--- src/soc_bus_pkg.sv ---
// bus word and strobe types, region codes, bus-error word, irq bits and master indices
`default_nettype none

package soc_bus_pkg;

	// one bus data or address word
	typedef logic [31:0] bus_word_t;

	// byte write strobe, all zero is a read
	typedef logic [3:0] bus_strb_t;

	// region code from the top address nibble
	typedef logic [3:0] region_t;

	localparam region_t REGION_MISC = 4'd2;
	localparam region_t REGION_RAM = 4'd4;

	// returned for any access outside a mapped region
	localparam bus_word_t BUS_ERROR_WORD = 32'hdeadbeef;

	typedef logic [31:0] irq_t;

	// bit 3 flags an access to an unmapped region
	localparam int unsigned IRQ_BUS_ERROR = 3;

	// master indices on the arbiter
	localparam logic MASTER_EXT = 1'b0;
	localparam logic MASTER_DBG = 1'b1;

endpackage

`default_nettype wire

--- src/bus_decoder.sv ---
// region decoder with read mux, ready merge, bus-error detection and irq register
`default_nettype none

module bus_decoder (
	input wire logic clk48m,
	input wire logic rst,
	input wire logic s_valid,
	input wire soc_bus_pkg::bus_word_t s_addr,
	input wire soc_bus_pkg::bus_strb_t s_wstrb,
	output soc_bus_pkg::bus_word_t s_rdata,
	output logic s_ready,
	output logic ram_sel,
	input wire soc_bus_pkg::bus_word_t ram_rdata,
	input wire logic ram_ready,
	output logic misc_sel,
	input wire soc_bus_pkg::bus_word_t misc_rdata,
	output soc_bus_pkg::irq_t irq
);

	soc_bus_pkg::region_t region;
	soc_bus_pkg::bus_word_t read_mux;
	logic bus_error;
	logic is_read;

	assign region = s_addr[31:28];
	assign is_read = (s_wstrb == '0);

	always_comb begin
		ram_sel = 1'b0;
		misc_sel = 1'b0;
		bus_error = 1'b0;
		read_mux = soc_bus_pkg::BUS_ERROR_WORD;
		case (region)
			soc_bus_pkg::REGION_MISC: begin
				misc_sel = s_valid;
				read_mux = misc_rdata;
			end
			soc_bus_pkg::REGION_RAM: begin
				ram_sel = s_valid;
				read_mux = ram_rdata;
			end
			default: begin
				// nothing mapped here, answer at once and flag it
				bus_error = s_valid;
			end
		endcase
	end

	// write cycles return zero read data
	assign s_rdata = is_read ? read_mux : '0;

	// misc and error accesses finish in the select cycle, ram one cycle later
	assign s_ready = ram_ready || misc_sel || bus_error;

	// one-cycle pulse on the bus-error line, the rest stay low
	always_ff @(posedge clk48m) begin
		if (rst) begin
			irq <= '0;
		end else begin
			irq <= '0;
			irq[soc_bus_pkg::IRQ_BUS_ERROR] <= bus_error;
		end
	end

endmodule

`default_nettype wire

--- config.mk ---
export PLATFORM = sky130hd
export DESIGN_NAME = bus_decoder
export DESIGN_NICKNAME = d
export VERILOG_FILES = /design/src/soc_bus_pkg.sv /design/src/bus_decoder.sv
export SDC_FILE = /design/constraint.sdc
export NUM_CORES = 1
export LEC_CHECK = 0
export BUFFER_PORTS_ARGS = -buffer_cell sky130_fd_sc_hd__buf_2
export CAP_MARGIN = 20
export CORE_AREA = 4 4 64 66
export CTS_CLUSTER_DIAMETER = 40
export DETAILED_ROUTE_END_ITERATION = 8
export DIE_AREA = 0 0 68 70
export GPL_ROUTABILITY_DRIVEN = 0
export MAX_ROUTING_LAYER = met4
export PLACE_DENSITY = 0.84
export SYNTH_ARGS = -nofsm -noshare
export SYNTH_HDL_FRONTEND = slang
export SYNTH_SLANG_ARGS = --single-unit
--- constraint.sdc ---
create_clock -name clk48m -period 2.26 [get_ports clk48m]
set_input_delay 0.452 -clock clk48m [delete_from_list [all_inputs] [get_ports clk48m]]
set_output_delay 0.452 -clock clk48m [all_outputs]
set_load 0.01 [all_outputs]
# Word level (Yosys, flattened, before mapping)
# Index checks and enable logic that the tools add are counted.
[totals] wordCells=13 reg_bits=32 out_inout_bits=67
[classes] eq_ne=2 n_reduce_logical=4 n_mux=5
[ops] op="32-bit one-hot mux with 2 select lines" n=1
[ops] op="32-bit two-way mux" n=1
[ops] op="4-bit by 2-bit == test with 1-bit output (second input constant)" n=1
[ops] op="4-bit by 3-bit == test with 1-bit output (second input constant)" n=1
[ops] op="4-bit zero test" n=1
[ops] op="1-bit two-way mux" n=3
[ops] op="1-bit logical OR" n=2
[ops] op="2-bit OR reduction" n=1

# Depth between registers and ports, before layout
[depth] word_depth=4 ltp_mapped=5

# Worst setup path before layout
# Ideal clock, no wire load.
[synth_timing] path_type="input to output" startpoint="input port s_wstrb[1]" endpoint="output port s_rdata[28]" n_path_buf=2 slack_ns=0.343 t_required_ns=1.808 cell_stages=4 arrival_time_ns=1.465 cell_sequence="or4_1 clkbuf_1 buf_2 a21oi_1"
[synth_between] elab_chain_len=2
[synth_lines] element="from (decl)" line_no="bus_decoder.sv:9" rtl="input wire soc_bus_pkg::bus_strb_t s_wstrb,"
[synth_lines] element="4-bit zero test" line_no="bus_decoder.sv:26" rtl="assign is_read = (s_wstrb == '0);"
[synth_lines] element="32-bit two-way mux" line_no="bus_decoder.sv:50" rtl="assign s_rdata = is_read ? read_mux : '0;"
[synth_lines] element="to (decl)" line_no="bus_decoder.sv:10" rtl="output soc_bus_pkg::bus_word_t s_rdata,"
# No other way between the ends.

# Worst setup path in the final report
[layout_timing] startpoint="input port s_wstrb[1]" endpoint="output port s_rdata[0]"
# The elaborated chain is that of the path after synthesis.

==> results.sh <==
export IMPL_outcome="complete, no violations"
export IMPL_yosys_warnings=0
export IMPL_post_cts_repair_setup_buffers=0
export IMPL_met2_track_usage_gr_pct=22.4
export IMPL_totalWireLength_um=3170
export IMPL_grt_busiest_layer="met2"
export IMPL_postSynthRegisterBits=1
export IMPL_design_portCount=171
export IMPL_gr_usage_all_layers_pct=10.7
export IMPL_register_area_share_after_synthesis_pct=2.43
export IMPL_wp_data_required_ps=1810
export IMPL_clock_slew_at_reported_path_ffs_ps=0
export IMPL_worst_hold_path_cells=2
export IMPL_synth_cell_type_count=19
export IMPL_num_vias=1212
export IMPL_synth_adder_area_share_pct=0
export IMPL_critical_path_startpoint="s_wstrb[1]"
export IMPL_num_fill_cells=389
export IMPL_post_synth_design_cell_area_um2=823
export IMPL_synthXorXnorAreaFrac_pct=1.06
export IMPL_setup_tns_ps=0
export IMPL_placementRows=22
export IMPL_dieWidth_um=68
export IMPL_floorplan_core_area_um2=3580
export IMPL_worst_setup_path_start_kind="input pin"
export IMPL_fin_worst_hold_slack_ps=623
export IMPL_registers_top_by_ff_count="irq"
export IMPL_fin_cells=273
export IMPL_cts_hold_fix_buffers=0
export IMPL_floorplan_die_height_um=70
export IMPL_crit_path_max_fanout=24
export IMPL_finalCritPeriodShare_pct=92.3
export IMPL_post_place_ws_ps=164
export IMPL_groute_layer_met3_usage_pct=0.965
export IMPL_global_route_usage_met1_pct=10.8
export IMPL_place_hpwl_um=2650
export IMPL_synth_top_family_by_area="compound AO/OA/AOI/OAI gates"
export IMPL_final_layout_size_suffix_gt1_share_pct=53.8
export IMPL_postCtsResizedCells=0
export IMPL_powerDensity_nw_per_um2=149
export IMPL_power_total_mw=0.197
export IMPL_synthSimpleGateAreaFrac_pct=13.4
export IMPL_wl_per_cell_um=11.6
export IMPL_max_cap_violations=0
export IMPL_grt_pass1_wl_um=4240
export IMPL_layout_min_cycle_time_ps=2090
export IMPL_setup_slack_ps=175
export IMPL_grt_remaining_overflow=0
export IMPL_routed_via_density=4.44
export IMPL_antenna_found_initial=0
export IMPL_leakage_component_of_the_power_nw=0.777
export IMPL_multi_input_comb_area_um2=603
export IMPL_synthMuxAreaShare_pct=0
export IMPL_grt_start_max_net_pins=26
export IMPL_seqCellArea_um2=20.0
export IMPL_max_freq_ghz=0.480
export IMPL_timing_worst_setup_path_type="input pin to primary output"
export IMPL_remaining_drc_errors=0
export IMPL_compound_gate_portion_of_the_synthesized_area_pct=44.7
export IMPL_timing_final_setup_violations=0
export IMPL_endpoint_of_the_worst_hold_path="irq[3]$_SDFF_PP0_"
export IMPL_syn_to_final_growth_pct=60.3
export IMPL_initial_core_util_pct=23.0
export IMPL_port_buffer_count=111
export IMPL_max_vdd_ir_drop_v=0.000106
export IMPL_die_area_um2=4760
export IMPL_finalMaxSlewViolations=0
export IMPL_drt_first_pass_iters=4
export IMPL_postSynthCellCount=120
export IMPL_grt_pass1_vias=1026
export IMPL_cp_end_kind="primary output"
export IMPL_antenna_cells_inserted=0
export IMPL_num_nets_final=331
export IMPL_first_iter_violations=21
export IMPL_min_from="rst"
export IMPL_hold_viol=0
export IMPL_timing_critical_path_arrival_ps=1630
export IMPL_largestRegisters="irq (1)"
export IMPL_max_ffs_per_register=1
export IMPL_detail_route_antenna_nets=0
export IMPL_place_detailed_instances=273
export IMPL_rsz0062_at_grt="false"
export IMPL_worst_hold_path_type="input pin to register"
export IMPL_syn_avg_cell_area_um2=6.86
==> critical path, cell delays in order <==
cell     delay, ps
buf_2          100
or4_1          590
buf_12         190
a21oi_1        140
buf_2          150
==> per-stage QoR <==
step / cell area, um2 / utilization (%)
final: 1320 / 36.9
after global routing: 1320 / 36.9
after global placement: 1320 / 36.9
after CTS: 1320 / 36.9
after detailed placement: 1320 / 36.9
after floorplan: 936 / -
==> worst max path at each step <==
| stage | end | slack [ps] |
|---|---|---|
| floorplan | s_rdata[28] | 340 |
| global placement | s_rdata[13] | 140 |
| detailed placement | s_rdata[13] | 160 |
| CTS | s_rdata[13] | 160 |
| global route | s_rdata[0] | 120 |
| finish | s_rdata[0] | 170 |
==> power by group <==
part,switching (mW),internal [mW]
Sequential,0.000166,0.0191
Combinational,0.0952,0.0827
Clock,0,0
==> cell usage after synthesis <==
cell type | count | share of area [%]
clkbuf_1 | 2 | 0.91
or4_1 | 1 | 0.91
o21bai_1 | 1 | 0.91
xnor2_1 | 1 | 1.1
nor2b_1 | 1 | 0.76
nor3_2 | 1 | 1.2
buf_6 | 3 | 4.1
and2_1 | 2 | 1.5
nor3_1 | 1 | 0.61
a22oi_1 | 32 | 29
inv_1 | 1 | 0.46
nor2_1 | 8 | 3.6
dfxtp_1 | 1 | 2.4
buf_4 | 31 | 28
a21oi_1 | 24 | 15
buf_2 | 7 | 4.3
nor4b_2 | 1 | 1.8
conb_1 | 1 | 0.46
nor4b_4 | 1 | 2.9
==> placed cells by master (no fill, tap or decap) <==
master    Yosys  final
buf_4        31      5
dfxtp_1       1      1
nor4b_2       1      1
nor3_2        1      1
nor3_1        1      1
nor2b_1       1      1
buf_2         7    111
or4_1         1      1
a22oi_1      32     32
nor4b_4       1      1
a21oi_1      24     24
o21bai_1      1      1
inv_1         1      1
buf_12        0      2
nor2_1        8      8
and2_1        2      2
conb_1        1     31
xnor2_1       1      1
==> final cells by class <==
class,count,area share [%]
sequential,1,1.52
tap,48,4.55
multi-input combinational,105,45.7
inverter,1,0.284
timing repair buffer,118,48.0
==> kinds of logic (layout without fill, tap and decap cells) <==
family	count (synthesis)	in the layout
AO/OA/AOI/OAI	57	57
buffers and inverters	44	119
AND/OR/NAND/NOR	16	16
flip-flops	1	1
XOR/XNOR	1	1
other	1	31
==> routing by layer <==
metal | share of wire, % | vias up
li1 | - | 594
met1 | 36 | 522
met2 | 49 | 96
met3 | 15 | 0
met4 | 0 | 0
met5 | 0 | -
Note: power is estimated with default switching activity, not from simulation.
