`src/soc_bus_pkg.sv`:
```
// bus word and strobe types, region codes, bus-error word, irq bits and master indices
`default_nettype none

package soc_bus_pkg;

	// one bus data or address word
	typedef logic [31:0] bus_word_t;

	// byte write strobe, all zero is a read
	typedef logic [3:0] bus_strb_t;

	// region code from the top address nibble
	typedef logic [3:0] region_t;

	localparam region_t REGION_MISC = 4'd2;
	localparam region_t REGION_RAM = 4'd4;

	// returned for any access outside a mapped region
	localparam bus_word_t BUS_ERROR_WORD = 32'hdeadbeef;

	typedef logic [31:0] irq_t;

	// bit 3 flags an access to an unmapped region
	localparam int unsigned IRQ_BUS_ERROR = 3;

	// master indices on the arbiter
	localparam logic MASTER_EXT = 1'b0;
	localparam logic MASTER_DBG = 1'b1;

endpackage

`default_nettype wire

```
`src/soc_regs_pkg.sv`:
```
// misc register index type, register indices and the psram override union
`default_nettype none

package soc_regs_pkg;

	// register index from address bits 5:2
	typedef logic [3:0] misc_idx_t;

	localparam misc_idx_t MISC_REG_LED = 4'd0;
	localparam misc_idx_t MISC_REG_BTN = 4'd1;
	localparam misc_idx_t MISC_REG_SOC_VER = 4'd2;
	localparam misc_idx_t MISC_REG_CPU_NO = 4'd3;
	localparam misc_idx_t MISC_REG_PSRAMOVR_A = 4'd4;
	// index 5 was psram b, no longer mapped
	localparam misc_idx_t MISC_REG_RESETN = 4'd6;

	// pad fields of the override byte, msb first
	typedef struct packed {
		logic override;
		logic oe;
		logic sclk;
		logic nce;
		logic [3:0] sout;
	} psram_ovr_pads_t;

	// written by software as a plain byte, decoded as pad levels
	typedef union packed {
		logic [7:0] raw;
		psram_ovr_pads_t pad;
	} psram_ovr_t;

endpackage

`default_nettype wire

```
`src/misc_regs.sv`:
```
// misc register block: led, buttons, version, master number, psram override and cpu resets
`default_nettype none

module misc_regs #(
	parameter soc_bus_pkg::bus_word_t SOC_VERSION = '0
) (
	input wire logic clk48m,
	input wire logic rst,
	input wire logic misc_sel,
	input wire soc_bus_pkg::bus_word_t s_addr,
	input wire soc_bus_pkg::bus_word_t s_wdata,
	input wire soc_bus_pkg::bus_strb_t s_wstrb,
	input wire logic cur_master,
	output soc_bus_pkg::bus_word_t misc_rdata,
	input wire logic [7:0] btn,
	output logic [15:0] led,
	output logic [1:0] cpu_resetn,
	output logic psrama_nce,
	output logic psrama_sclk,
	output logic psrama_oe,
	output logic [3:0] psrama_sout
);

	soc_regs_pkg::misc_idx_t idx;
	soc_regs_pkg::psram_ovr_t psrama_ovr;
	logic wr_en;

	assign idx = s_addr[5:2];
	// only the low strobe bit enables a register write
	assign wr_en = misc_sel && s_wstrb[0];

	always_ff @(posedge clk48m) begin
		if (rst) begin
			led <= '0;
			psrama_ovr.raw <= '0;
			cpu_resetn <= 2'b00;
		end else begin
			// bit 0 is only low in the first cycle out of reset, release both cpus then
			if (!cpu_resetn[0]) begin
				cpu_resetn <= 2'b11;
			end else if (wr_en && idx == soc_regs_pkg::MISC_REG_RESETN) begin
				cpu_resetn[1] <= s_wdata[1];
			end
			if (wr_en && idx == soc_regs_pkg::MISC_REG_LED) begin
				led <= s_wdata[15:0];
			end
			if (wr_en && idx == soc_regs_pkg::MISC_REG_PSRAMOVR_A) begin
				psrama_ovr.raw <= s_wdata[7:0];
			end
		end
	end

	always_comb begin
		case (idx)
			soc_regs_pkg::MISC_REG_LED: misc_rdata = {16'h0, led};
			soc_regs_pkg::MISC_REG_BTN: misc_rdata = {24'h0, ~btn};
			soc_regs_pkg::MISC_REG_SOC_VER: misc_rdata = SOC_VERSION;
			soc_regs_pkg::MISC_REG_CPU_NO: misc_rdata = {31'h0, cur_master};
			soc_regs_pkg::MISC_REG_PSRAMOVR_A: misc_rdata = {24'h0, psrama_ovr.raw};
			default: misc_rdata = '0;
		endcase
	end

	// no qpi controller behind the pads, so idle means deselected
	assign psrama_nce = psrama_ovr.pad.override ? psrama_ovr.pad.nce : 1'b1;
	assign psrama_sclk = psrama_ovr.pad.override ? psrama_ovr.pad.sclk : 1'b0;
	assign psrama_oe = psrama_ovr.pad.override ? psrama_ovr.pad.oe : 1'b0;
	assign psrama_sout = psrama_ovr.pad.override ? psrama_ovr.pad.sout : 4'h0;

endmodule

`default_nettype wire

```
`config.mk`:
```
export PLATFORM = sky130hd
export DESIGN_NAME = misc_regs
export DESIGN_NICKNAME = d
export VERILOG_FILES = /design/src/soc_bus_pkg.sv /design/src/soc_regs_pkg.sv /design/src/misc_regs.sv
export SDC_FILE = /design/constraint.sdc
export NUM_CORES = 1
export LEC_CHECK = 0
export BUFFER_PORTS_ARGS = -buffer_cell sky130_fd_sc_hd__buf_2
export CELL_PAD_IN_SITES_DETAIL_PLACEMENT = 1
export CELL_PAD_IN_SITES_GLOBAL_PLACEMENT = 2
export CORE_UTILIZATION = 19
export DETAILED_ROUTE_END_ITERATION = 8
export GPL_TIMING_DRIVEN = 0
export PLACE_DENSITY_LB_ADDON = 0.1
export SLEW_MARGIN = 20
export SYNTH_ARGS = -nofsm -noshare
export SYNTH_HDL_FRONTEND = slang
export SYNTH_SLANG_ARGS = --single-unit
```
`constraint.sdc`:
```
create_clock -name clk48m -period 2.6 [get_ports clk48m]
set_input_delay 0.26 -clock clk48m [delete_from_list [all_inputs] [get_ports clk48m]]
set_output_delay 0.26 -clock clk48m [all_outputs]
set_load 0.01 [all_outputs]
```
Word-level counts from Yosys, hierarchy flattened
Cells that the tools add are included.
{"block": "classes", "n_addsub": 0, "mul": 0, "n_div": 0, "n_lt_le_gt_ge": 0, "eq_ne": 5, "n_shift": 0, "mux": 8, "bitwise": 1, "reduce_logical": 5}
{"operator": "$pmux W16 S4", "n": 1}
{"operator": "$eq A4 B3 Y1 const B", "n": 2}
{"operator": "$not A8 Y8", "n": 1}
{"operator": "$mux W1", "n": 6}
{"operator": "$eq A4 B1 Y1 const B", "n": 1}
{"operator": "$eq A4 B2 Y1 const B", "n": 1}
{"operator": "$logic_and A1 B1 Y1", "n": 4}
{"operator": "$logic_not A4 Y1", "n": 1}
{"operator": "$mux W4", "n": 1}
{"operator": "$ne A2 B1 Y1 const B", "n": 1}
{"block": "word_totals", "ff_bits": 26, "latch_bits": 0, "ramBits": 0, "rom_bits": 0, "in_bits": 80, "out_inout_bits": 57, "word_cells": 23, "n_memories": 0}

Depth between registers and ports, before layout
{"block": "depth", "depth_word": 4, "depth_mapped": 5, "mapped_depth_nobuf": 3}

Worst setup path before layout
No wires, ideal clock.
{"block": "synth_timing", "path_kind": "input port to output port", "start": "input s_addr[3]", "end": "output misc_rdata[2]", "arrival_time_ns": 1.175, "required_time_ns": 2.340, "slack_ns": 1.165, "stages": 2, "n_path_buf": 0, "cell_sequence": "or4b_1 > o21ai_0"}
{"block": "synth_between", "elab_chain_len": 2, "elab_cells_between_ends": 5, "cone_classes": "eq/ne (3); mux (1); reduce/logical (1)"}
{"item": "start: declaration", "line": "misc_regs.sv:10", "text": "input wire soc_bus_pkg::bus_word_t s_addr,"}
{"item": "$eq A4 B3 Y1, or another cell as far along", "line": "misc_regs.sv:54", "text": "case (idx)"}
{"item": "$pmux W16 S4 *", "line": "misc_regs.sv:54"}
{"item": "end: declaration", "line": "misc_regs.sv:14", "text": "output soc_bus_pkg::bus_word_t misc_rdata,"}
Every way passes the cells marked *; elsewhere a longest branch is shown, timed or not.

Worst setup path in the final report
{"block": "layout_timing", "start": "input s_addr[3]", "end": "output misc_rdata[1]"}
The elaborated chain is that of the path after synthesis.

==> results.md <==
Power and ir drop:
- Dividing total power by cell area gives a power density of 390.4 nW/um2.
- IR analysis of the VDD net gives a maximum drop of 0.1643 mV.
- For this design the static power due to leakage is 1.026 nW.

Worst setup path:
- Along the worst path, the maximum fanout reaches 10.
- The most repeated library cell on the critical path is sky130_fd_sc_hd__buf_2.
- At the worst endpoint, the required time is 2.34 ns.
- The worst-case register-to-register setup slack is 1.81 ns.
- The nature of the critical path endpoint is an output pin.
- The signal on the critical path passes through buf_2 > nor4_4 > clkbuf_1 > a22oi_1 > o21ai_1 > buf_2.
- The largest stage delay on the critical path is 0.59 ns.
- The startpoint identified for the worst register-to-register timing path is psrama_ovr[7].
- The critical path is of the in -> out type.
- STA classifies the critical path startpoint as an input port.
- The critical path ends at misc_rdata[1].
- The worst register-to-register path ends at psrama_ovr[7].
- For the worst setup path, the data arrival time is 1.84 ns.
- The critical path crosses 6 cells after its start point.
- Broken down by cell family, the worst path's largest delay share belongs to buffers and inverters.
- The start point of the critical path is s_addr[3].
- The total buffers and inverters traversed by the critical path is 3.
- Measured in cells, the most critical reg-to-reg path has a length of 2.
- The critical-path cell with the highest stage delay is sky130_fd_sc_hd__nor4_4.

Synthesis:
- Synthesis inferred 26 register bits.
- The number of instances in the synthesized netlist is 165.
- The Yosys step of the flow raised 0 warnings.
- Sequential cells were found to cover 36.46% of the synthesized design area.
- In this run the cell area of the synthesized design comes to 1428 um2.
- The biggest area contributor in the post-synthesis netlist is sky130_fd_sc_hd__dfxtp_1.
- The xor/xnor cell area share of the yosys netlist is 0%.
- In the synthesized netlist the dominant register cell turns out to be sky130_fd_sc_hd__dfxtp_1.
- After synthesis, the cell types taking the most area are sky130_fd_sc_hd__dfxtp_1 36%, sky130_fd_sc_hd__mux2i_1 18%, sky130_fd_sc_hd__nand2_1 11%.
- The count of flip-flops with a built-in enable after synthesis is 0.
- The post-synthesis adder-cell area fraction is 0%.
- Of all flip-flops after synthesis, the portion carrying an async set or reset was 0%.
- After synthesis, the largest family of logic cells by area is simple AND/OR/NAND/NOR gates.
- The synthesized-area fraction occupied by and/or/nand/nor cells is 25.59%.
- The number of distinct library cell variants in the gate-level netlist after synthesis is 25.
- The average cell area after synthesis is 8.652 um2.
- Multiplexer cells account for 17.53% of the synthesized area.
- The post-synthesis compound-gate area fraction is 7.625%.
- In this run the biggest area consumer among cell types represents 36.46% of the synthesized area.

Clock tree:
- The number of clock buffers added by TritonCTS is 3.
- The number of gates resized after CTS was 0.
- In this run the number of H-tree levels came out at 1.
- The number of setup buffers added after CTS is 0.
- The number of clock sinks is 26.
- TritonCTS built the clock tree.
- The cell chosen for the clock root is sky130_fd_sc_hd__clkbuf_8.
- Hold repair after CTS inserted 0 buffers.
- Clock-pin slew was measured on the worst setup and hold paths at 0.10 ns.
- The source-to-sink clock delay at the later pin of the worst-skew pair is 0.27 ns.
- The clock passes through at most 2 buffers.

Final layout:
- The net count reported at finish is 338.
- The sequential cell area in the final layout is 520.5 um2.
- The share of final-layout standard cells stronger than drive strength 1 is 38.13%.
- The area of all placed cells without fillers is 2028 um2.
- The number of antenna diodes in the final layout is 0.
- The multi-input combinational cells in the finished layout cover a total of 784.5 um2.
- Fill cells in the final layout number 922.
- The area added between synthesis and finish is 42.07%.
- The library cells used most frequently in the layout, excluding fill and tap cells, are 74 x sky130_fd_sc_hd__buf_2, 40 x sky130_fd_sc_hd__nand2_1, 26 x sky130_fd_sc_hd__dfxtp_1.
- Leaving out fill and tap cells, the most frequent cell in the layout is sky130_fd_sc_hd__buf_2.

Global route:
- Entering global routing, the biggest net connects 15 pins.
- The leftover overflow at the end of global routing is 0.
- The global-route wire length before repair is 7327 um.
- The initial antenna violation count is 0.
- The via count of the first global-routing pass is 1434.
- The overall track demand over capacity in global routing is 12.56%.

Worst hold path:
- Along the worst hold path, the cell count comes to 2.
- The tightest min-delay check is of the in -> reg type.

STA:
- The clock period minus final worst setup slack is 2.099 ns.
- The transition time at the pin with the least slew margin is 0.5933 ns.
- The final count of hold timing violations was 0.
- In this run the tightest slew margin relative to its limit is 60.15%.
- The maximum frequency from static timing analysis is 476.4 MHz.
- The clock arrives with 0.00007361 ns of skew.
- The total negative slack is 0 ns.
- Setup repair after global routing left no endpoint under its margin.
- The count of pins over their slew limit was 0.
- The period utilization is 80.74%.
- Setup violations remaining at the end of the flow were counted as 0.

Detailed routing:
- After detailed routing, the number of vias per cell comes to 3.913.
- The final layout contains routed wiring with a total length of 4641 um.
- The routed via count is 1393.
- The routed length per placed instance is 13.04 um.
- In the routed design, unresolved DRC markers number 0.
- For this block, the initial DRC count from the detailed router was 23.
- Once detail routing completed, the nets flagged for antenna violations numbered 0.
- The number of iterations in the first detailed-routing pass is 4.

Floorplanning:
- The floorplan die width is 88.68 um.
- The height of the chip is 88.68 um.
- The initialized floorplan defines 31 standard-cell rows.
- The total area inside the core boundary comes to 7253 um2.
- 137 I/O pins were placed.
- The area enclosed by the die boundary is 7864 um2.
- The initial cell density of the core is 19.68%.

Flow run:
- The tool flagged a number of max-cap violations equal to 0.

Placed design:
- During placement, the flow inserted port buffers numbering 73.
- The last weighted congestion value of the routability-driven placer is 0.6577.
- Summed over all nets, the half-perimeter wirelength after detailed placement is 3612 um.
- Once placement finished, the instance area stood at 1973 um2.

Status:
- The flow ran to the end, and the final reports show no timing, DRC or antenna violations.
[through the flow]
| step | hold slack (ns) | setup WS, ns | util [%] | cells | power (mW) |
|---|---|---|---|---|---|
| 2_1_floorplan | 0.3294 | 1.165 | - | 180 | 0.4769 |
| 3_3_place_gp | 0.4285 | 0.4089 | 27.20 | 352 | 0.5287 |
| 3_5_place_dp | 0.4268 | 0.4272 | 27.20 | 352 | 0.5290 |
| 4_1_cts | 0.1387 | 0.4229 | 27.96 | 356 | 0.8072 |
| 5_1_grt | 0.1314 | 0.3179 | 27.96 | 356 | 0.8371 |
| 6_report | 0.1460 | 0.5007 | 27.96 | 356 | 0.7918 |
[layout make-up]
cell class | count | share of cell area [%]
tap | 99 | 6.107
clock buffer | 4 | 2.714
buffer | 24 | 8.452
inverter | 2 | 0.3701
timing repair buffer | 73 | 18.01
sequential | 26 | 25.66
multi-input combinational | 128 | 38.68
[state kept, by name, indices dropped and copies added, names as in the netlist]
signal,flops
led,16
psrama_ovr,8
cpu_resetn,2
[worst register-to-register path: stages, from the launching register on]
cell                      delay (ns)
sky130_fd_sc_hd__dfxtp_1        0.51
sky130_fd_sc_hd__nand2_1        0.09
sky130_fd_sc_hd__mux2i_1        0.13
[report_power, final]
part           internal (mW)  total, mW  switching (mW)
logic                 0.0507      0.113          0.0619
registers              0.403      0.406         0.00296
clock network          0.136      0.274           0.138
[worst min path at each step]
stage	startpoint	end	slack, ns
finish	rst	cpu_resetn[1]	0.15
global placement	cpu_resetn[0]	cpu_resetn[1]	0.43
CTS	rst	cpu_resetn[1]	0.14
floorplan	rst	cpu_resetn[1]	0.33
global route	rst	cpu_resetn[1]	0.13
detailed placement	cpu_resetn[0]	cpu_resetn[1]	0.43
[cells in the mapped netlist, types with 2 or more instances]
cell,number
sky130_fd_sc_hd__nand2_1,40
sky130_fd_sc_hd__dfxtp_1,26
sky130_fd_sc_hd__mux2i_1,25
sky130_fd_sc_hd__buf_4,17
sky130_fd_sc_hd__and2_1,15
sky130_fd_sc_hd__a22oi_1,7
sky130_fd_sc_hd__o21ai_0,7
sky130_fd_sc_hd__clkbuf_1,5
sky130_fd_sc_hd__and3_1,2
sky130_fd_sc_hd__inv_1,2
sky130_fd_sc_hd__nand2b_1,2
sky130_fd_sc_hd__nand3_1,2
sky130_fd_sc_hd__o21ai_1,2
sky130_fd_sc_hd__or3_1,2
[routing by layer]
layer	global-route usage, %	share of wire (%)
met1	15.20	44
met5	0	0
met3	2.239	5.4
met2	22.45	49
met4	3.959	0.88
[cells by family after synthesis]
family / after synthesis
simple gates: 69
flops: 26
buf+inv: 26
mux: 25
compound gates: 18
other cells: 1
(Power assumes the default switching activity.)
