===== src/soc_bus_pkg.sv =====
// bus word and strobe types, region codes, bus-error word, irq bits and master indices
`default_nettype none

package soc_bus_pkg;

	// one bus data or address word
	typedef logic [31:0] bus_word_t;

	// byte write strobe, all zero is a read
	typedef logic [3:0] bus_strb_t;

	// region code from the top address nibble
	typedef logic [3:0] region_t;

	localparam region_t REGION_MISC = 4'd2;
	localparam region_t REGION_RAM = 4'd4;

	// returned for any access outside a mapped region
	localparam bus_word_t BUS_ERROR_WORD = 32'hdeadbeef;

	typedef logic [31:0] irq_t;

	// bit 3 flags an access to an unmapped region
	localparam int unsigned IRQ_BUS_ERROR = 3;

	// master indices on the arbiter
	localparam logic MASTER_EXT = 1'b0;
	localparam logic MASTER_DBG = 1'b1;

endpackage

`default_nettype wire


===== src/dbg_loader.sv =====
// debug port loader: fifo of strobed words turned into address loads and word writes
`default_nettype none

module dbg_loader #(
	parameter int FIFO_DEPTH = 16
) (
	input wire logic clk48m,
	input wire logic rst,
	input wire soc_bus_pkg::bus_word_t dbg_in,
	input wire logic dbg_sel,
	input wire logic dbg_strobe,
	output logic m_valid,
	output soc_bus_pkg::bus_word_t m_addr,
	output soc_bus_pkg::bus_word_t m_wdata,
	output soc_bus_pkg::bus_strb_t m_wstrb,
	input wire logic m_ready
);

	localparam int PW = $clog2(FIFO_DEPTH);

	// each entry is {sel, data}
	logic [32:0] fifo_mem [FIFO_DEPTH];
	// one extra pointer bit tells full from empty
	logic [PW:0] wr_ptr;
	logic [PW:0] rd_ptr;
	logic fifo_full;
	logic fifo_empty;
	logic [32:0] head;

	assign fifo_empty = (wr_ptr == rd_ptr);
	assign fifo_full = (wr_ptr[PW] != rd_ptr[PW]) && (wr_ptr[PW-1:0] == rd_ptr[PW-1:0]);
	assign head = fifo_mem[rd_ptr[PW-1:0]];

	// the port only ever writes whole words
	assign m_wstrb = '1;

	// push side, strobes into a full fifo are lost
	always_ff @(posedge clk48m) begin
		if (rst) begin
			wr_ptr <= '0;
		end else if (dbg_strobe && !fifo_full) begin
			wr_ptr <= wr_ptr + 1'b1;
		end
	end

	always_ff @(posedge clk48m) begin
		if (dbg_strobe && !fifo_full) begin
			fifo_mem[wr_ptr[PW-1:0]] <= {dbg_sel, dbg_in};
		end
	end

	// pop side, one entry at a time and never while a write is outstanding
	always_ff @(posedge clk48m) begin
		if (rst) begin
			rd_ptr <= '0;
			m_valid <= 1'b0;
			m_addr <= '0;
		end else if (m_valid) begin
			if (m_ready) begin
				m_valid <= 1'b0;
				m_addr <= m_addr + 32'd4;
			end
		end else if (!fifo_empty) begin
			rd_ptr <= rd_ptr + 1'b1;
			if (head[32]) begin
				m_addr <= head[31:0];
			end else begin
				m_valid <= 1'b1;
			end
		end
	end

	// write data only matters while m_valid is up
	always_ff @(posedge clk48m) begin
		if (!m_valid && !fifo_empty && !head[32]) begin
			m_wdata <= head[31:0];
		end
	end

endmodule

`default_nettype wire


===== config.mk =====
export PLATFORM = sky130hd
export DESIGN_NAME = dbg_loader
export DESIGN_NICKNAME = d
export VERILOG_FILES = /design/src/soc_bus_pkg.sv /design/src/dbg_loader.sv
export SDC_FILE = /design/constraint.sdc
export NUM_CORES = 1
export LEC_CHECK = 0
export BUFFER_PORTS_ARGS = -buffer_cell sky130_fd_sc_hd__buf_2
export CORE_MARGIN = 5
export CORE_UTILIZATION = 55
export CTS_BUF_LIST = sky130_fd_sc_hd__clkbuf_2
export CTS_CLUSTER_SIZE = 14
export DETAILED_ROUTE_END_ITERATION = 12
export PLACE_DENSITY = 0.72
export SLEW_MARGIN = 20
export SYNTH_ARGS = -nofsm -noshare
export SYNTH_HDL_FRONTEND = slang
export SYNTH_SLANG_ARGS = --single-unit

===== constraint.sdc =====
create_clock -name clk48m -period 12.6 [get_ports clk48m]
set_clock_uncertainty 0.15 [all_clocks]
set_input_delay 0.63 -clock clk48m [delete_from_list [all_inputs] [get_ports clk48m]]
set_output_delay 0.63 -clock clk48m [all_outputs]
set_load 0.01 [all_outputs]

Word level (Yosys, flattened, before mapping). Memories as Yosys holds them, arrays and structs flattened. A register that Yosys moved wholly into a read port is not among the register bits. Index checks and enable logic that the tools add are counted.

Register bits after elaboration: 75. Bits in latches: 0. Memory bits (writable): 528. Memory bits (read-only): 0. Output and inout bits: 69. Memories: 1.

Memories: fifo_mem (words 16, bits a word 33, read ports 1, clocked after memory_dff 1, wr ports 1, RTL line dbg_loader.sv:22) `logic [32:0] fifo_mem [FIFO_DEPTH];`.

Add/subtract/negate cells: 3. $mul: 0. Divide/modulo/power cells: 0. Magnitude comparators: 0. Eq/ne operators: 5. Shift operators: 0. Muxes and demuxes: 12. Bitwise logic cells: 2. Reductions and logical operators: 11.

Operators with widths (number): $mux W32 (4); $add A32 B3 Y32 const B (1); $add A5 B1 Y5 const B (2); $mux W4 (2); $mux W1 (6); $eq A5 B5 Y1 (1); $eq A4 B4 Y1 (1); $logic_and A1 B1 Y1 (4); $logic_not A1 Y1 (4); $reduce_and A3 Y1 (1); $ne A2 B1 Y1 const B (1); $ne A2 B2 Y1 const B (1); $not A1 Y1 (2); $reduce_and A2 Y1 (1); $reduce_bool A2 Y1 (1); $ne A1 B1 Y1 (1).

Logic depth before layout (Yosys ltp). Gate-level depths: netlist (run 1).

Word-level depth: 6. Gate-level depth with buffers: 9. Depth with buffers taken out: 6.

Worst setup path after synthesis (run 1). Ideal clock, no wire load.

Kind: register to register. Start point: register rd_ptr[4]. End point: memory fifo_mem[0][0] (enable). Setup time: 464 ps. Arrival time: 3376 ps. Data required time: 11986 ps. Path slack: 8610 ps. Stages on the path, launching flop included: 5. Path buffers: 0. Clock period less this slack: 3990 ps. Path through: dfxtp_1 xnor2_1 o21a_1 nand2_1 nor3_1.

Word-level cells in the longest chain between the ends: 6.

RTL lines: start: declaration (RTL line dbg_loader.sv:25) `logic [PW:0] rd_ptr;`; start signal: assignment (RTL line dbg_loader.sv:64) `rd_ptr <= rd_ptr + 1'b1;`; $ne A1 B1 Y1 (RTL line dbg_loader.sv:31) `assign fifo_full = (wr_ptr[PW] != rd_ptr[PW]) && (wr_ptr[PW-1:0] == rd_ptr[PW-1:0]);`; $logic_and A1 B1 Y1 (RTL line dbg_loader.sv:31); $logic_not A1 Y1 (RTL line dbg_loader.sv:47) `if (dbg_strobe && !fifo_full) begin`; $logic_and A1 B1 Y1 (RTL line dbg_loader.sv:47); $mux W1 (RTL line dbg_loader.sv:47); $mux W1 (implied by the code) (RTL line dbg_loader.sv:48) `fifo_mem[wr_ptr[PW-1:0]] <= {dbg_sel, dbg_in};`; end: declaration (RTL line dbg_loader.sv:22).

Every way passes these cells.

==> results of run 1 <==
-- synth_stat cells, types with 10 or more instances --
cell	instances	area, um2
sky130_fd_sc_hd__dfxtp_1	47	941
sky130_fd_sc_hd__buf_2	25	125
sky130_fd_sc_hd__o21ai_0	17	85.1
sky130_fd_sc_hd__mux2i_1	49	490
sky130_fd_sc_hd__mux4_2	133	3000
sky130_fd_sc_hd__a211oi_1	10	75.1
sky130_fd_sc_hd__nand4_1	12	75.1
sky130_fd_sc_hd__and3_1	11	68.8
sky130_fd_sc_hd__nor2_1	41	154
sky130_fd_sc_hd__a21oi_1	20	100
sky130_fd_sc_hd__buf_4	26	195
sky130_fd_sc_hd__a221oi_1	12	105
sky130_fd_sc_hd__nand2_1	54	203
sky130_fd_sc_hd__inv_1	20	75.1
sky130_fd_sc_hd__xnor2_1	10	87.6
sky130_fd_sc_hd__clkbuf_1	22	82.6
sky130_fd_sc_hd__nor3_1	16	80.1
sky130_fd_sc_hd__o32ai_1	16	140
sky130_fd_sc_hd__edfxtp_1	560	16800
sky130_fd_sc_hd__nand3_1	18	90.1
-- power by group through the flow --
stage	sequential, W	clock [W]	combinational, W
after floorplan	0.00250	0	0.000840
after global placement	0.00255	0	0.00117
after detailed placement	0.00255	0	0.00119
after CTS	0.00250	0.00128	0.00121
after global routing	0.00252	0.00139	0.00130
final	0.00251	0.00125	0.00122
-- final timing paths --
| check | start | to | cells past startpoint |
|---|---|---|---|
| max | flip-flop | m_addr[10] | 6 |
| min | dbg_in[17] | fifo_mem[2][17] | 2 |
| max reg2reg | flip-flop | m_addr[10] | 6 |
| min reg2reg | m_addr[28] | m_addr[28] | 2 |
-- cells in the final DEF, fill, tap and decap left out, drive strengths merged, types with 9 or more instances in the layout --
cell and n:
o22ai 9, nor2 41, buf 133, mux4 136, xnor2 10, nor3 16
edfxtp 560, a221oi 16, a21oi 22, nand4 13, clkbuf 214, nand3 18
o21ai 18, inv 21, a211oi 10, and3 11, mux2i 52, dfxtp 47
nand2 55, clkinv 31, dlygate4sd3 37, o32ai 16, a31oi 9
-- metal layers --
metal / global-route usage / up-vias
met5: 0 / -
met4: 0.0897 / 0
met3: 0.0571 / 141
met2: 0.393 / 855
met1: 0.360 / 7081
li1: - / 5895
-- cell type report --
| type | instances | area (um2) | share of cell area |
|---|---|---|---|
| Sequential cell | 607 | 17800 | 0.651 |
| Multi-Input combinational cell | 574 | 6260 | 0.229 |
| Timing Repair Buffer | 170 | 1140 | 0.0416 |
| Clock buffer | 214 | 1070 | 0.0392 |
| Tap cell | 592 | 741 | 0.0271 |
| Clock inverter | 36 | 231 | 0.00848 |
| Inverter | 22 | 82.6 | 0.00303 |
| Antenna cell | 1 | 2.50 | 0.0000917 |
-- state kept, by name, indices dropped and copies added, names as in the netlist, named ones only --
| name | flops |
|---|---|
| m_wdata | 32 |
| wr_ptr | 5 |
| rd_ptr | 5 |
| m_addr | 32 |
| fifo_mem | 528 |
| m_valid | 1 |
-- through the flow --
stage               instance area [um2]  power [W]
finish                            27300    0.00497
global route                      27300    0.00521
CTS                               27300    0.00499
detailed placement                25600    0.00374
global placement                  25600    0.00372
floorplan                         24400    0.00334
-- cell families after synthesis --
logic type                 after synthesis  share of synthesized area
and+or+nand+nor                        198                     0.0408
xor gates and xnor gates                12                    0.00430
AOI/OAI and AO/OA                      158                     0.0505
buffers and inverters                  102                     0.0225
muxes                                  196                      0.152
adders and majority gates                6                    0.00307
other                                    1                   0.000153
DFF                                    607                      0.727
==> metrics list, run 1 <==
* Run status: completed
- Among cell families on the critical path, the largest total delay comes from buffers and inverters.
- Die width: 221 um
* Final number of setup-violating endpoints: 0
* Post CTS Setup Buffer Count: 0
* Final min period: 3970 ps
- Final worst-path setup slack: 8630 ps
- Via count of the routed design: 14000
* Register bit count reported by yosys: 607
- In the final routing, the length of wire on met1 measures 23800 um.
- Initial Utilization: 0.554
- Once layout is complete, the utilization of the core stands at 0.619.
* Static Leakage: 8.91 nW
- Peak fanout along the critical path: 46
* Routed WL per cell: 27.4 um
- Placeable Area: 44100 um2
- The number of antenna violations at the first check in global routing was 2.
* Synthesized area: 24400 um2
- Once placement completed, the tool counted placed cells totaling 1927.
- After floorplanning, the core was divided into 77 placement rows.
- The worst register-to-register path has a setup slack of 8630 ps.
- In the synthesized netlist the dominant register cell turns out to be sky130_fd_sc_hd__edfxtp_1.
- Total global-route track usage: 0.253
- Clock tree root buffer cell: sky130_fd_sc_hd__clkbuf_2
- Switch share: 0.320
- The layout has 3256 filler cells.
- Overflow left after global routing: 0
* Area added between synthesis and finish: 11.7%
* Top Metal Used: met4
* Worst Path Required: 13440 ps
* Min-delay worst type: primary input to flip-flop
- Worst-Skew Late Latency: 1140 ps
- In this run the deepest clock path goes through 3 buffers.
- Clock tree synthesis inserted a total of 146 buffers.
- H-Tree Depth: 4
- Clock power share: 0.251
- VDD sags by at most 93.4 uV.
- Die boundary height: 221 um
* Sw power: 0.00159 W
- For this run, the top clock speed supported by timing is 252 MHz.
* Number of enable flip-flop cells after synthesis: 560
- On the critical path, the stage with the largest delay is an instance of sky130_fd_sc_hd__buf_4.
* Logic pwr share: 0.245
* Wire length on met2: 29000 um
- Count of pins over their slew limit: 0
* CP Buf/Inv Count: 2
- Remaining design rule violation count: 0
- After clock tree synthesis, the clock-pin slew on the worst setup and hold paths is 120 ps.
- Of all flip-flops after synthesis, the portion carrying an async set or reset was 0.
- Startpoint class of the critical path: flip-flop
* Maximum cell stage delay along the critical path: 800 ps
* Cell Pwr Density: 182 nW/um2
- Ratio of cells with drive above 1 in the final layout: 0.337
- Synthesis warning total: 0
- Using the TritonRoute via totals, the vias-per-cell ratio works out to 6.31.
- The worst setup path is captured at a flip-flop.
* Total Neg Setup Slack: 0 ps
* Number of violations of the max-capacitance limit: 0
- Critical path start-end classification: flip-flop to flip-flop
- Sinks on the clock net: 607
- Critical path, cell by cell: buf_4, buf_4, nor2_1, a22oi_2, o221ai_1, a32o_1
- Final critical-path share of the clock period: 0.315
* Post-synthesis average cell area: 19.1 um2
- Before CTS, the worst setup slack after placement is 8570 ps.
- Hold is met by 268 ps.
* Cells after Synth: 1280
- Antenna-violating nets left: 0
* Cells resized by post-CTS repair: 0
* Pin count of the biggest net entering global routing: 59
- Routed wire length: 60700 um
- Data arrival time of the critical path: 4810 ps
* First-pass detailed-route iteration total: 7
* Vias in the first global route: 14100
* Worst-Margin Slew: 1020 ps
- Seq/Total Area, Yosys: 0.727
* Hold Buf Count CTS: 37
- The wire-length estimate of the detail-placed layout is 34200 um.
* TritonCTS clock tree: built
- Global-route wire length before repair: 89200 um
- Once layout is complete, the cells apart from fillers number 2216.
- Measured against its own limit, the worst slew margin works out to 0.320.
- The number of failing hold endpoints at the final stage was 0.
- Final RePlAce weighted congestion: 0.910
* Most used cell, CP: sky130_fd_sc_hd__buf_4
- Distinct cell type count after synthesis: 77
- At the end of the flow, the number of nets in the layout was 1564.
* IO Pins: 106
* Met3 routed WL: 6020 um
- The share of total power dissipated in sequential elements is 0.504.
- The count of buffers added on input and output ports is 101.
- Die area: 48700 um2
- Starting DRC count in detailed routing: 1893
* Unrepaired setup endpoints after global routing: false
- Cell internal power was estimated by the tool at 0.00338 W.
No activity file was read; power rests on OpenSTA's default activity.
==> run 2: changes to the inputs <==
--- a/config.mk
+++ b/config.mk
@@ -5,6 +5,7 @@
 export SDC_FILE = /design/constraint.sdc
 export NUM_CORES = 1
 export LEC_CHECK = 0
+export ABC_AREA = 1
 export BUFFER_PORTS_ARGS = -buffer_cell sky130_fd_sc_hd__buf_2
 export CORE_MARGIN = 5
 export CORE_UTILIZATION = 55
==> constraint.sdc (replaced) <==
create_clock -name clk48m -period 3.78 [get_ports clk48m]
set_clock_uncertainty 0.15 [all_clocks]
set_input_delay 0.189 -clock clk48m [delete_from_list [all_inputs] [get_ports clk48m]]
set_output_delay 0.189 -clock clk48m [all_outputs]
set_load 0.01 [all_outputs]
==> run 2 against run 1 <==
Clock power grew to 3.6 times the previous value. Register-to-register slack worse by 7900 ps. Clock-buffer cell count is 14 higher. Final cell count is 55% higher. Critical path type unchanged. Highest routed layer is now met5.
==> metrics list, run 2 <==
- Run status: completed
- Total Neg Setup Slack: 0 ps
- In this run the number of H-tree levels came out at 4.
- Number of violations of the max-capacitance limit: 0
* Commonest non-fill, non-tap cell in the layout: sky130_fd_sc_hd__nand2_1
- The area growth from synthesis to layout is 12.6%.
* Multi-input gate area in the final layout: 6710 um2
- Proportion of register bits with asynchronous set or reset after synthesis: 0
- The number of antenna violations at the first check in global routing is 5.
- Clock-pin slew was measured on the worst setup and hold paths at 100 ps.
- Worst-case reg-to-reg path depth: 8
- Distinct cell type count after synthesis: 30
- The first global-routing pass estimated 105000 um of wire.
* Max FFs per register: 528
* Leading cell types in the layout, fill and taps excluded: 660 x sky130_fd_sc_hd__nand2_1, 560 x sky130_fd_sc_hd__edfxtp_1, 325 x sky130_fd_sc_hd__nand3_1, 264 x sky130_fd_sc_hd__nor2_1, 229 x sky130_fd_sc_hd__inv_1
* Worst hold slack: 353 ps
* Initial Utilization: 0.556
- Count of pins over their slew limit: 0
* Cell Pwr Density: 631 nW/um2
* Vias per cell: 5.58
* Static Leakage: 11.7 nW
* Hold Buf Count CTS: 75
* Via count of the routed design: 19200
- In this run the count of I/O pins placed on the die edge is 106.
- Min-delay worst type: flip-flop to flip-flop
- Traced cell by cell, the critical path runs through xor2_1, nor2_1, nand4_1, nand2_1, inv_1, nand2_1, nor2_4, buf_4.
- Maximum cell stage delay along the critical path: 650 ps
* FP Rows: 79
* Antenna-violating nets left: 0
- Total of fill cells in the finished design: 3744
* Fin. Hold Viols: 0
- Data on the critical path is required at its endpoint by 4560 ps.
* Final number of setup-violating endpoints: 0
- Starting DRC count in detailed routing: 2273
- Remaining design rule violation count: 0
- For this design, the sink count on the clock tree is 607.
- Area share of the leading cell type in the synthesized netlist: 0.648
* Maximum operating frequency: 326 MHz
* Unrepaired setup endpoints after global routing: false
- In the global route stage, overall resource usage came out at 0.270.
* Seq/Total Area, Yosys: 0.684
- Worst-Skew Late Latency: 1330 ps
* Most repeated cell in the gate-level netlist after synthesis: sky130_fd_sc_hd__nand2_1
- Summing every instance area after synthesis gives 26000 um2.
* Slew HR: 0.429
- Endpoint kind of the worst setup timing path: flip-flop
* Pin count of the biggest net entering global routing: 164
* Number of buffers added on ports: 101
- Most used flip-flop cell after synthesis: sky130_fd_sc_hd__edfxtp_1
* TritonCTS clock tree: built
* Overflow left after global routing: 0
- Top cells by instance count after synthesis: 660 x sky130_fd_sc_hd__nand2_1, 560 x sky130_fd_sc_hd__edfxtp_1, 325 x sky130_fd_sc_hd__nand3_1
* Post-synthesis cell type with the largest combined area: sky130_fd_sc_hd__edfxtp_1
- After legalization and detailed placement, the total HPWL measured 40700 um.
- First-pass detailed-route iteration total: 6
- Yosys mapped a number of flops with a built-in enable equal to 560.
- After detailed routing, the average wire length per cell comes to 20.3 um.
* Clock tree root buffer cell: sky130_fd_sc_hd__clkbuf_2
- Across the VDD grid, the largest voltage drop is 624 uV.
* Synthesis warning total: 0
- At the end of routability-driven placement, the weighted congestion stood at 0.947.
* Post-synthesis average cell area: 10.5 um2
* Cells resized by post-CTS repair: 0
- Post CTS Setup Buffer Count: 0
- In the final layout, flip-flops and latches occupy 17800 um2.
* TritonCTS Buffers: 152
- Worst-Margin Slew: 856 ps
* Final min period: 3070 ps
- Cell at the slowest stage of the critical path: sky130_fd_sc_hd__nor2_4
- Cells taking the most area after synthesis: sky130_fd_sc_hd__edfxtp_1 65%, sky130_fd_sc_hd__nand2_1 9.5%, sky130_fd_sc_hd__nand3_1 6.3%
- The synthesized design contains 607 register bits.
- The worst setup path is launched from a flip-flop.
- Peak fanout along the critical path: 17
- Data arrival time of the critical path: 3850 ps
- The cell that appears most often on the critical path is sky130_fd_sc_hd__nand2_1.
* Routed wire length: 69800 um
- Ratio of cells with drive above 1 in the final layout: 0.150
* Final critical-path share of the clock period: 0.812
- The floorplan step defined a die boundary enclosing 51600 um2.
* Nets@finish: 2761
- The worst hold path passes through 2 cells.
- After technology mapping, the gate count stands at 2474.
- Vias in the first global route: 18300
* Bufs on Longest Clock Path: 3
- The floorplan step set the die height to 227 um.
* Die width: 227 um
* Placeable Area: 46700 um2
- The critical path is of the flip-flop to flip-flop type.
run 2: cell types whose count changed after synthesis, moves of 18 or more:
cell | before | now
sky130_fd_sc_hd__nand2_1 | 54 | 660
sky130_fd_sc_hd__nand3_1 | 18 | 325
sky130_fd_sc_hd__nor2_1 | 41 | 279
sky130_fd_sc_hd__inv_1 | 20 | 231
sky130_fd_sc_hd__mux4_2 | 133 | 0
sky130_fd_sc_hd__o21ai_0 | 17 | 105
sky130_fd_sc_hd__mux2i_1 | 49 | 0
sky130_fd_sc_hd__o211ai_1 | 4 | 36
sky130_fd_sc_hd__buf_2 | 25 | 43
run 2: cell families (layout without fill, tap and decap cells):
kind of cell | Yosys count | in the layout | synth area share
AO/OA/AOI/OAI | 184 | 184 | 0.0394
XOR/XNOR | 8 | 8 | 0.00270
adder cells (fa/ha/maj) | 6 | 6 | 0.00289
buffers and inverters | 366 | 713 | 0.0624
flip-flops | 607 | 607 | 0.684
other | 1 | 8 | 0.000144
AND/OR/NAND/NOR | 1302 | 1302 | 0.208
run 2: final cells by class:
type	instances	area share
Clock inverter	32	0.00813
Antenna cell	4	0.000342
Multi-Input combinational cell	1504	0.229
Inverter	235	0.0304
Tap cell	607	0.0260
Clock buffer	228	0.0390
Timing Repair Buffer	218	0.0589
Sequential cell	607	0.608
run 2: path summary, 6_finish.rpt:
kind,start,endpoint,slack [ps]
worst max-delay path,wr_ptr[3],fifo_mem[5][4],710
worst min-delay path,rd_ptr[4],rd_ptr[4],350
worst max register to register,wr_ptr[3],fifo_mem[5][4],710
worst min register to register,rd_ptr[4],rd_ptr[4],350
run 2: layer usage:
| metal | GRT usage | vias to the layer above | wire length [um] | share of wire |
|---|---|---|---|---|
| li1 | - | 8895 | - | - |
| met1 | 0.377 | 9049 | 28100 | 0.40 |
| met2 | 0.414 | 1062 | 32300 | 0.46 |
| met3 | 0.0762 | 150 | 7450 | 0.11 |
| met4 | 0.0953 | 2 | 1830 | 0.026 |
| met5 | 0 | - | 13 | 0.00019 |
run 2: where the power goes:
group	total [W]	internal (W)	switching, W
clock	0.00444	0.00181	0.00263
combinational	0.00571	0.00167	0.00403
sequential	0.00829	0.00789	0.000397
total	0.0184	0.0114	0.00706
run 2: stage by stage:
step	instance area [um2]	instances	util	power (W)	worst slack, ps
after global routing	29200	3435	0.627	0.0195	614
after floorplan	26000	2477	-	0.0121	15.5
final	29200	3435	0.627	0.0184	711
after detailed placement	27100	3096	0.581	0.0140	806
after CTS	29200	3431	0.626	0.0184	790
after global placement	27100	3096	0.581	0.0138	863
run 2: critical path, delay by kind of cell (launching register included):
family	cells	cell delay (ps)
and+or+nand+nor	5	1290
DFF	1	540
buffers and inverters	2	530
xor gates and xnor gates	1	200
